--- src/logic/risc_pkg.sv ---
//////////////////////////////
// shared types for the toy RISC core, imported by every stage
//////////////////////////////
`default_nettype none

package risc_pkg;

    typedef logic [31:0] word_t;           // data word
    typedef logic [29:0] waddr_t;          // byte address without its low two bits
    typedef logic [4:0]  reg_idx_t;        // register index

    localparam reg_idx_t BASE_NONE = 5'd31; // ld/st base field meaning no base

    typedef enum logic [4:0] {
        OP_ADDI = 5'd0,  OP_ANDI = 5'd1,  OP_ORI = 5'd2,  OP_MOVI = 5'd3,
        OP_ADD  = 5'd4,  OP_SUB  = 5'd5,  OP_NEG = 5'd6,  OP_NOT  = 5'd7,
        OP_AND  = 5'd8,  OP_OR   = 5'd9,  OP_XOR = 5'd10, OP_LSR  = 5'd11,
        OP_ASR  = 5'd12, OP_SHL  = 5'd13, OP_ROR = 5'd14, OP_BR   = 5'd15,
        OP_LD   = 5'd19, OP_ST   = 5'd21
    } opcode_e;                            // anything else runs as a no-op

    typedef enum logic [2:0] {
        COND_NEVER   = 3'd0,
        COND_ALWAYS  = 3'd1,
        COND_ZERO    = 3'd2,
        COND_NONZERO = 3'd3,
        COND_GEZ     = 3'd4,               // signed >= 0
        COND_NEG     = 3'd5                // 6 and 7 never taken
    } cond_e;

    //////////////////////////////
    // instruction formats
    //////////////////////////////
    typedef struct packed {
        opcode_e     op;
        reg_idx_t    ra;                   // destination
        reg_idx_t    rb;
        reg_idx_t    rc;
        logic [5:0]  rsvd;
        logic        sh_reg;               // shift amount from rc
        logic [4:0]  shamt;
    } r_fmt_t;

    typedef struct packed {
        opcode_e     op;
        reg_idx_t    ra;
        reg_idx_t    rb;                   // base for ld/st
        logic [16:0] imm;
    } i_fmt_t;

    typedef struct packed {
        opcode_e     op;
        reg_idx_t    ra;                   // unused by br
        reg_idx_t    rb;                   // target register
        reg_idx_t    rc;                   // tested register
        logic [8:0]  rsvd;
        cond_e       cond;
    } b_fmt_t;

    typedef union packed {
        r_fmt_t r;
        i_fmt_t i;
        b_fmt_t b;
    } instr_u;

    //////////////////////////////
    // stage bundles
    //////////////////////////////
    typedef struct packed {
        logic     valid;
        opcode_e  op;
        reg_idx_t dest;
        logic     wr;                      // writes dest
        word_t    opa;                     // R[rb]
        word_t    opb;                     // R[rc], or R[ra] for st
        reg_idx_t src_a;
        reg_idx_t src_b;
        word_t    imm;
        cond_e    cond;
    } dec_t;

    typedef struct packed {
        logic     valid;
        logic     wr;
        reg_idx_t dest;
        logic     load;
        word_t    result;                  // alu result or ld/st byte address
    } mem_t;

    typedef struct packed {
        logic     we;
        reg_idx_t dest;
        word_t    data;
    } wb_t;

endpackage

`default_nettype wire

--- src/logic/risc_decode.sv ---
//////////////////////////////
// decode stage, register read, load-use stall, decode/execute register
//////////////////////////////
`timescale 1ns/1ps
`default_nettype none

module risc_decode import risc_pkg::*; (
    input  wire logic     CLK,
    input  wire logic     RSTN,
    input  wire instr_u   INSTR,
    input  wire logic     fetch_valid,
    input  wire logic     flush,           // taken branch squashes this slot
    input  wire wb_t      wb,
    input  wire reg_idx_t ex_load_dest,
    input  wire logic     ex_load_valid,
    output logic          stall,
    output dec_t          dec
);

    instr_u   cur, hold_word;
    logic     cur_valid, held_r;
    logic     use_a, use_b, wr, sext;
    reg_idx_t idx_a, idx_b;
    word_t    rd_a, rd_b, imm;

    // INSTR is gone after a stall, replay the saved word
    assign cur       = held_r ? hold_word : INSTR;
    assign cur_valid = held_r || fetch_valid;

    assign idx_a = cur.r.rb;                               // base, target or rb
    assign idx_b = (cur.r.op == OP_ST) ? cur.r.ra : cur.r.rc; // store data on b

    always_comb begin
        use_a = 1'b0;
        use_b = 1'b0;
        wr    = 1'b0;
        sext  = 1'b0;
        case (cur.r.op)
            OP_ADDI, OP_ANDI, OP_ORI: begin
                use_a = 1'b1;
                wr    = 1'b1;
                sext  = 1'b1;
            end
            OP_MOVI: begin
                wr   = 1'b1;
                sext = 1'b1;
            end
            OP_ADD, OP_SUB, OP_AND, OP_OR, OP_XOR: begin
                use_a = 1'b1;
                use_b = 1'b1;
                wr    = 1'b1;
            end
            OP_NEG, OP_NOT: begin
                use_b = 1'b1;                               // single operand is rc
                wr    = 1'b1;
            end
            OP_LSR, OP_ASR, OP_SHL, OP_ROR: begin
                use_a = 1'b1;
                use_b = cur.r.sh_reg;
                wr    = 1'b1;
            end
            OP_BR: begin
                use_a = 1'b1;
                use_b = 1'b1;
            end
            OP_LD: begin
                use_a = (cur.i.rb != BASE_NONE);
                wr    = 1'b1;
            end
            OP_ST: begin
                use_a = (cur.i.rb != BASE_NONE);
                use_b = 1'b1;
            end
            default: ;                                      // no-op
        endcase
    end

    // shifts carry flag and amount in the low bits of a zero-extended imm
    assign imm = sext ? {{15{cur.i.imm[16]}}, cur.i.imm} : {15'd0, cur.i.imm};

    assign stall = cur_valid && !flush && ex_load_valid &&
                   ((use_a && idx_a == ex_load_dest) || (use_b && idx_b == ex_load_dest));

    risc_regfile regfile_i (
        .CLK      (CLK),
        .RSTN     (RSTN),
        .wb       (wb),
        .rd_idx_a (idx_a),
        .rd_idx_b (idx_b),
        .rd_a     (rd_a),
        .rd_b     (rd_b)
    );

    always_ff @(posedge CLK) begin
        if (stall)
            hold_word <= cur;                               // payload only
    end

    always_ff @(posedge CLK or negedge RSTN) begin
        if (!RSTN) begin
            held_r <= 1'b0;
            dec    <= '0;
        end else begin
            held_r <= stall;
            if (stall || flush || !cur_valid) begin
                dec <= '0;                                  // bubble
            end else begin
                dec.valid <= 1'b1;
                dec.op    <= cur.r.op;
                dec.dest  <= cur.r.ra;
                dec.wr    <= wr;
                dec.opa   <= rd_a;
                dec.opb   <= rd_b;
                dec.src_a <= idx_a;
                dec.src_b <= idx_b;
                dec.imm   <= imm;
                dec.cond  <= cur.b.cond;
            end
        end
    end

endmodule

`default_nettype wire

--- src/logic/risc_execute.sv ---
//////////////////////////////
// execute stage, forwarding, ALU, branch, and the data port request
//////////////////////////////
`timescale 1ns/1ps
`default_nettype none

module risc_execute import risc_pkg::*; (
    input  wire logic  CLK,
    input  wire logic  RSTN,
    input  wire dec_t  dec,
    input  wire wb_t   wb,
    output logic       redirect,
    output waddr_t     target,
    output reg_idx_t   ex_load_dest,
    output logic       ex_load_valid,
    output mem_t       mem,
    output logic       DREQ,
    output logic       DRW,
    output waddr_t     DADDR,
    output word_t      DWDATA
);

    word_t      a, b, base, addr, alu;
    logic [4:0] sh;
    logic [63:0] rot;
    logic       taken;
    mem_t       mem_q;
    logic       store_q;
    word_t      st_data_q;

    // newest value wins and loads never forward from the memory stage
    function automatic word_t fwd(reg_idx_t idx, word_t val, mem_t m, wb_t w);
        if (m.valid && m.wr && !m.load && m.dest == idx)
            return m.result;
        else if (w.we && w.dest == idx)
            return w.data;
        return val;
    endfunction

    function automatic logic cond_ok(cond_e c, word_t v);
        case (c)
            COND_ALWAYS:  return 1'b1;
            COND_ZERO:    return v == '0;
            COND_NONZERO: return v != '0;
            COND_GEZ:     return !v[31];
            COND_NEG:     return v[31];
            default:      return 1'b0;                      // never
        endcase
    endfunction

    assign a = fwd(dec.src_a, dec.opa, mem_q, wb);
    assign b = fwd(dec.src_b, dec.opb, mem_q, wb);

    assign sh   = dec.imm[5] ? b[4:0] : dec.imm[4:0];       // register or imm amount
    assign rot  = {a, a} >> sh;
    assign base = (dec.src_a == BASE_NONE) ? '0 : a;
    assign addr = base + dec.imm;                           // byte address

    always_comb begin
        case (dec.op)
            OP_ADDI: alu = a + dec.imm;
            OP_ANDI: alu = a & dec.imm;
            OP_ORI:  alu = a | dec.imm;
            OP_MOVI: alu = dec.imm;
            OP_ADD:  alu = a + b;
            OP_SUB:  alu = a - b;
            OP_NEG:  alu = -b;
            OP_NOT:  alu = ~b;
            OP_AND:  alu = a & b;
            OP_OR:   alu = a | b;
            OP_XOR:  alu = a ^ b;
            OP_LSR:  alu = a >> sh;
            OP_ASR:  alu = $signed(a) >>> sh;
            OP_SHL:  alu = a << sh;
            OP_ROR:  alu = rot[31:0];
            default: alu = addr;                            // ld/st address
        endcase
    end

    // branch resolves here and rb holds a byte address
    assign taken    = dec.valid && dec.op == OP_BR && cond_ok(dec.cond, b);
    assign redirect = taken;
    assign target   = a[31:2];

    assign ex_load_valid = dec.valid && dec.op == OP_LD;
    assign ex_load_dest  = dec.dest;

    always_ff @(posedge CLK or negedge RSTN) begin
        if (!RSTN) begin
            mem_q   <= '0;
            store_q <= 1'b0;
        end else begin
            mem_q.valid  <= dec.valid;
            mem_q.wr     <= dec.valid && dec.wr;
            mem_q.dest   <= dec.dest;
            mem_q.load   <= ex_load_valid;
            mem_q.result <= alu;
            store_q      <= dec.valid && dec.op == OP_ST;
        end
    end

    always_ff @(posedge CLK) begin
        st_data_q <= b;                                     // forwarded store data
    end

    assign mem    = mem_q;
    assign DREQ   = mem_q.load || store_q;
    assign DRW    = store_q;
    assign DADDR  = mem_q.result[31:2];
    assign DWDATA = st_data_q;

    // a store request never comes from a register-writing entry
    a_drw_req : assert property (@(posedge CLK) disable iff (!RSTN)
        DRW |-> !mem_q.wr);

endmodule

`default_nettype wire

--- src/logic/risc_fetch.sv ---
//////////////////////////////
// program counter and instruction request
//////////////////////////////
`timescale 1ns/1ps
`default_nettype none

module risc_fetch import risc_pkg::*; #(
    parameter waddr_t RESET_ADDR = '0
) (
    input  wire logic   CLK,
    input  wire logic   RSTN,
    input  wire logic   stall,             // load-use hold from decode
    input  wire logic   redirect,          // taken branch in execute
    input  wire waddr_t target,
    output logic        IREQ,
    output waddr_t      IADDR,
    output logic        fetch_valid        // INSTR of this cycle is usable
);

    waddr_t pc;

    assign IREQ  = !stall;                 // no request while held
    assign IADDR = pc;

    always_ff @(posedge CLK or negedge RSTN) begin
        if (!RSTN) begin
            pc          <= RESET_ADDR;
            fetch_valid <= 1'b0;
        end else begin
            if (redirect)
                pc <= target;              // branch wins over stall
            else if (!stall)
                pc <= pc + 30'd1;
            fetch_valid <= IREQ && !redirect; // word in flight voided by branch
        end
    end

    // held address must stay put until decode releases it
    a_hold_addr : assert property (@(posedge CLK) disable iff (!RSTN)
        stall |=> $stable(IADDR));

endmodule

`default_nettype wire

--- src/logic/risc_regfile.sv ---
//////////////////////////////
// 32 x 32 register file, 2 read / 1 write, write-through
//////////////////////////////
`timescale 1ns/1ps
`default_nettype none

module risc_regfile import risc_pkg::*; (
    input  wire logic     CLK,
    input  wire logic     RSTN,
    input  wire wb_t      wb,
    input  wire reg_idx_t rd_idx_a,
    input  wire reg_idx_t rd_idx_b,
    output word_t         rd_a,
    output word_t         rd_b
);

    word_t regs [32];

    always_ff @(posedge CLK or negedge RSTN) begin
        if (!RSTN) begin
            for (int i = 0; i < 32; i++)
                regs[i] <= '0;
        end else if (wb.we) begin
            regs[wb.dest] <= wb.data;
        end
    end

    // same-cycle write passes straight to the readers
    assign rd_a = (wb.we && wb.dest == rd_idx_a) ? wb.data : regs[rd_idx_a];
    assign rd_b = (wb.we && wb.dest == rd_idx_b) ? wb.data : regs[rd_idx_b];

endmodule

`default_nettype wire

--- src/logic/risc_toy.sv ---
//////////////////////////////
// five-stage toy RISC core, memories sit outside on IREQ/DREQ ports
//////////////////////////////
`timescale 1ns/1ps
`default_nettype none

module risc_toy import risc_pkg::*; #(
    parameter waddr_t RESET_ADDR = '0
) (
    input  wire logic  CLK,
    input  wire logic  RSTN,
    output logic       IREQ,
    output waddr_t     IADDR,
    input  wire word_t INSTR,
    output logic       DREQ,
    output logic       DRW,
    output waddr_t     DADDR,
    output word_t      DWDATA,
    input  wire word_t DRDATA
);

    logic     stall, redirect, fetch_valid, ex_load_valid;
    waddr_t   target;
    reg_idx_t ex_load_dest;
    dec_t     dec;
    mem_t     mem;
    wb_t      wb;

    risc_fetch #(.RESET_ADDR(RESET_ADDR)) fetch_i (
        .CLK         (CLK),
        .RSTN        (RSTN),
        .stall       (stall),
        .redirect    (redirect),
        .target      (target),
        .IREQ        (IREQ),
        .IADDR       (IADDR),
        .fetch_valid (fetch_valid)
    );

    risc_decode decode_i (
        .CLK           (CLK),
        .RSTN          (RSTN),
        .INSTR         (INSTR),
        .fetch_valid   (fetch_valid),
        .flush         (redirect),         // branch squashes the decode slot
        .wb            (wb),
        .ex_load_dest  (ex_load_dest),
        .ex_load_valid (ex_load_valid),
        .stall         (stall),
        .dec           (dec)
    );

    risc_execute execute_i (
        .CLK           (CLK),
        .RSTN          (RSTN),
        .dec           (dec),
        .wb            (wb),
        .redirect      (redirect),
        .target        (target),
        .ex_load_dest  (ex_load_dest),
        .ex_load_valid (ex_load_valid),
        .mem           (mem),
        .DREQ          (DREQ),
        .DRW           (DRW),
        .DADDR         (DADDR),
        .DWDATA        (DWDATA)
    );

    risc_writeback writeback_i (
        .CLK    (CLK),
        .RSTN   (RSTN),
        .mem    (mem),
        .DRDATA (DRDATA),
        .wb     (wb)
    );

endmodule

`default_nettype wire

--- src/logic/risc_writeback.sv ---
//////////////////////////////
// memory/writeback register and result select
//////////////////////////////
`timescale 1ns/1ps
`default_nettype none

module risc_writeback import risc_pkg::*; (
    input  wire logic  CLK,
    input  wire logic  RSTN,
    input  wire mem_t  mem,
    input  wire word_t DRDATA,             // one cycle after the load request
    output wb_t        wb
);

    mem_t q;

    always_ff @(posedge CLK or negedge RSTN) begin
        if (!RSTN)
            q <= '0;
        else
            q <= mem;
    end

    assign wb.we   = q.valid && q.wr;
    assign wb.dest = q.dest;
    assign wb.data = q.load ? DRDATA : q.result; // load data arrives now

    // write flag only ever set on a valid entry
    a_we_valid : assert property (@(posedge CLK) disable iff (!RSTN)
        q.wr |-> q.valid);

endmodule

`default_nettype wire

--- config.mk ---
export PLATFORM = sky130hd
export DESIGN_NAME = risc_toy
export DESIGN_NICKNAME = d
export VERILOG_FILES = /design/src/logic/risc_pkg.sv /design/src/logic/risc_decode.sv /design/src/logic/risc_execute.sv /design/src/logic/risc_fetch.sv /design/src/logic/risc_regfile.sv /design/src/logic/risc_toy.sv /design/src/logic/risc_writeback.sv
export SDC_FILE = /design/constraint.sdc
export NUM_CORES = 2
export LEC_CHECK = 0
export BUFFER_PORTS_ARGS = -buffer_cell sky130_fd_sc_hd__buf_4
export CAP_MARGIN = 25
export CORE_UTILIZATION = 60
export DETAILED_ROUTE_END_ITERATION = 12
export PLACE_DENSITY = 0.77
export SYNTH_ARGS = -nofsm -noshare
export SYNTH_HDL_FRONTEND = slang
export SYNTH_SLANG_ARGS = --single-unit
--- constraint.sdc ---
create_clock -name CLK -period 10.1 [get_ports CLK]
set_clock_uncertainty 0.15 [all_clocks]
set_input_delay 1.01 -clock CLK [delete_from_list [all_inputs] [get_ports CLK]]
set_output_delay 1.01 -clock CLK [all_outputs]
set_load 0.005 [all_outputs]
==> results_dict.tcl <==
set metrics [dict create \
    cp_top_family "compound AO/OA/AOI/OAI gates" \
    finalMaxSlewViolations 0 \
    ios 161 \
    leakage_nw 36.3 \
    synth_warnings 0 \
    cts_made_buffers 142 \
    syn_inst 9033 \
    ys_async_sr_fraction_pct 95.1 \
    rows 132 \
    dpl.hpwl_um 204000 \
    initial_utilization_pct 60.8 \
    firstDrtPassIters 7 \
    ys.flop_type "dfrtp_1" \
    port_buffers 160 \
    yosys.area.top_type "dfrtp_1" \
    slew_headroom_pct 19.4 \
    cts_tree "done" \
    slowest_stage "mux2i_2" \
    cts_resized 0 \
    dr_total_vias 74400 \
    timing.final.hold_violations 2 \
    insertion_delay_ns 0.81 \
    synth-seq-cells 1305 \
    endpoint_kind "flop" \
    cp_slowest_stage_delay_ns 0.92 \
    p_per_area_nw_per_um2 258 \
    drv_cap 0 \
    wirelength_um 318000 \
    fin_util_pct 66.5 \
    clockBufferDepth 3 \
    htreeDepth 4 \
    rsz0062_at_grt "no" \
    routed_via_density 7.04 \
    cp_data_required_time_ns 10.63 \
    cts-root-buf "clkbuf_16" \
    grt_pass1_vias 70700 \
    drc 0 \
    yosysUniqueCellTypes 115 \
    gp_congestion 1.10 \
    die_w_um 365 \
    core_area_um2 130000 \
    max_freq_ghz 0.132 \
    drtAntennaViolNets 0 \
    grt_usage_pct 47.6 \
    cp_num_buf_inv 1 \
    seq_area_frac_synth_pct 41.3 \
    path_cells "xnor2_1, and2_0, nand2_4, o21ai_2, buf_4, mux2i_2, nor2_1, ha_1, a21oi_1, nand2b_1, nor2b_1, o21ai_1, a2111oi_1, o21ai_1, a2111oi_0, nor3_1, nor4_1, nor3_1, nor4_1, o211ai_1" \
    synth.top_cell.area_share_pct 39.3 \
    grt_pass1_wl_um 466000 \
    antenna_found_initial 14 \
    critPathKind "reg -> reg" \
    avgSynthCellArea_um2 8.75 \
    worst_hold_slack_ns -0.00845 \
    wl_per_cell_um 30.2 \
    cts_sinks 1305 \
    fin_setup_tns_ns 0 \
    min_period_ns 7.56 \
    fin_crit_sh_pct 74.9 \
    status "finished, violations left" \
    synth_area_leaders "dfrtp_1 (39%), mux4_2 (9.1%), nand2_1 (7.8%)" \
    setup-violations-final 0 \
    worst_pin_slew_ns 1.21 \
    arrival_ns 8.09 \
    synth_fp_nets 9196 \
    hold_path_class "in -> async" \
    drive_above_1_share_pct 13.9 \
    clk_pin_slew_ns 0.06 \
    postCtsSetupRepairBufs 0 \
    dpl_worst_slack_ns 2.72 \
    start_kind "flop" \
    final_cell_mix "nand2_1 (1627), dfrtp_1 (1239), a21oi_1 (976), nor2_1 (975), nand3_1 (563)" \
    synth-edff-count 32 \
    drt_iter0_drc 11300 \
    dieArea_um2 133000 \
    layout.cells.most_common "nand2_1" \
    grt_max_degree 185 \
    finalNetCount 8865 \
    ctsHoldBuffers 0 \
    grt_overflow 0 \
    violations "negative hold slack" \
    syn_to_final_growth_pct 9.52 \
    peakVddDrop_uv 205 \
    die_y_um 365 \
    critPathMaxFanout 25 \
    finalPower_mw 22.3 \
    syn-cell-area_um2 79100 \
    fin_ws_ns 2.54 \
]
-- path summary, 6_finish.rpt --
path	startpoint	to	slack, ns	cells past startpoint
max	decode_i.dec[40]	execute_i.DADDR[28]	2.54	20
min reg2reg	execute_i.mem[36]	writeback_i.wb[35]	0.30	0
max reg2reg	decode_i.dec[40]	execute_i.DADDR[28]	2.54	20
min	RSTN	decode_i.regfile_i.regs[109]	-0.008	1
min in group CLK	execute_i.mem[36]	writeback_i.wb[35]	0.30	0
max in group asynchronous	RSTN	decode_i.regfile_i.regs[893]	7.27	3
-- final cells by class --
class,count,area [um2]
Timing Repair Buffer,371,3400
Tap cell,1742,2180
Multi-Input combinational cell,6767,43100
Clock inverter,58,688
Inverter,115,448
Clock buffer,200,4060
Fill cell,10200,43600
Antenna cell,4,10.0
Sequential cell,1305,32700
-- worst register-to-register path, stage by stage, from the launching register on --
cell and delay (ns):
dfrtp_1 0.41, xnor2_1 0.26, and2_0 0.54, nand2_4 0.38, o21ai_2 0.14, buf_4 0.35
mux2i_2 0.93, nor2_1 0.10, ha_1 0.38, a21oi_1 0.19, nand2b_1 0.15, nor2b_1 0.13
o21ai_1 0.16, a2111oi_1 0.89, o21ai_1 0.48, a2111oi_0 0.74, nor3_1 0.19, nor4_1 0.32
nor3_1 0.10, nor4_1 0.32, o211ai_1 0.13
-- flip-flops by register name, summed over array words and instances, names as in the netlist --
signal                   count
decode_i.dec               104
decode_i.held_r              1
decode_i.hold_word          32
decode_i.regfile_i.regs   1024
execute_i.DADDR             30
execute_i.DRW                1
execute_i.DWDATA            32
execute_i.mem               10
fetch_i.IADDR               30
fetch_i.fetch_valid          1
writeback_i.q               35
writeback_i.wb               5
-- cell families (layout without fill, tap and decap cells) --
logic type      Yosys count  in the layout  share of synthesized area, %
compound gates         2300           2300                          17.8
flops                  1305           1305                          41.3
fa+ha+maj                97             97                          1.56
buf+inv                 961            744                          5.14
simple gates           3595           3595                          19.3
mux                     638            638                          13.4
xor+xnor                137            137                          1.53
other cells               0              4                             0
-- metal layers --
metal	up-vias	GRT usage [%]	wire length, um
li1	31500	-	-
met1	35900	63.0	116000
met2	5487	67.4	134000
met3	1402	15.1	43800
met4	20	31.1	24500
met5	-	0	186
-- Yosys cell counts (all sizes together) (17+ instances only) --
cell type	number
dfxtp	32
buf	233
xor2	45
a21o	56
xnor2	92
mux2i	233
mux4	320
nor3	97
nor2b	32
dfrtp	1241
nor4	31
and3	86
edfxtp	32
nor2	999
a2111oi	17
clkbuf	613
a22oi	28
mux2	85
and2	40
a311oi	164
nand3	564
a21oi	989
ha	94
o21ai	575
a31oi	59
inv	113
o21a	20
a211oi	132
o211ai	37
nand2	1642
nand4	34
a221oi	25
o22ai	28
a221o	20
-- stage by stage --
step	hold WS, ns	std cells	instance area, um2
2_1_floorplan	0.204	9033	79100
3_3_place_gp	0.256	10300	81200
3_5_place_dp	0.284	10300	81500
4_1_cts	0.0488	10500	86200
5_1_grt	0.0880	10600	86600
6_report	-0.00845	10600	86600
-- report_power, final --
part           total (mW)  leakage [nW]  internal [mW]  switching [mW]
Combinational        8.39          19.9           3.34            5.05
Sequential           8.60          14.1           6.99            1.61
Clock                5.36          2.32           3.02            2.34
Total                22.3          36.3           13.4            8.99
Power figures use the tool's default switching activity.
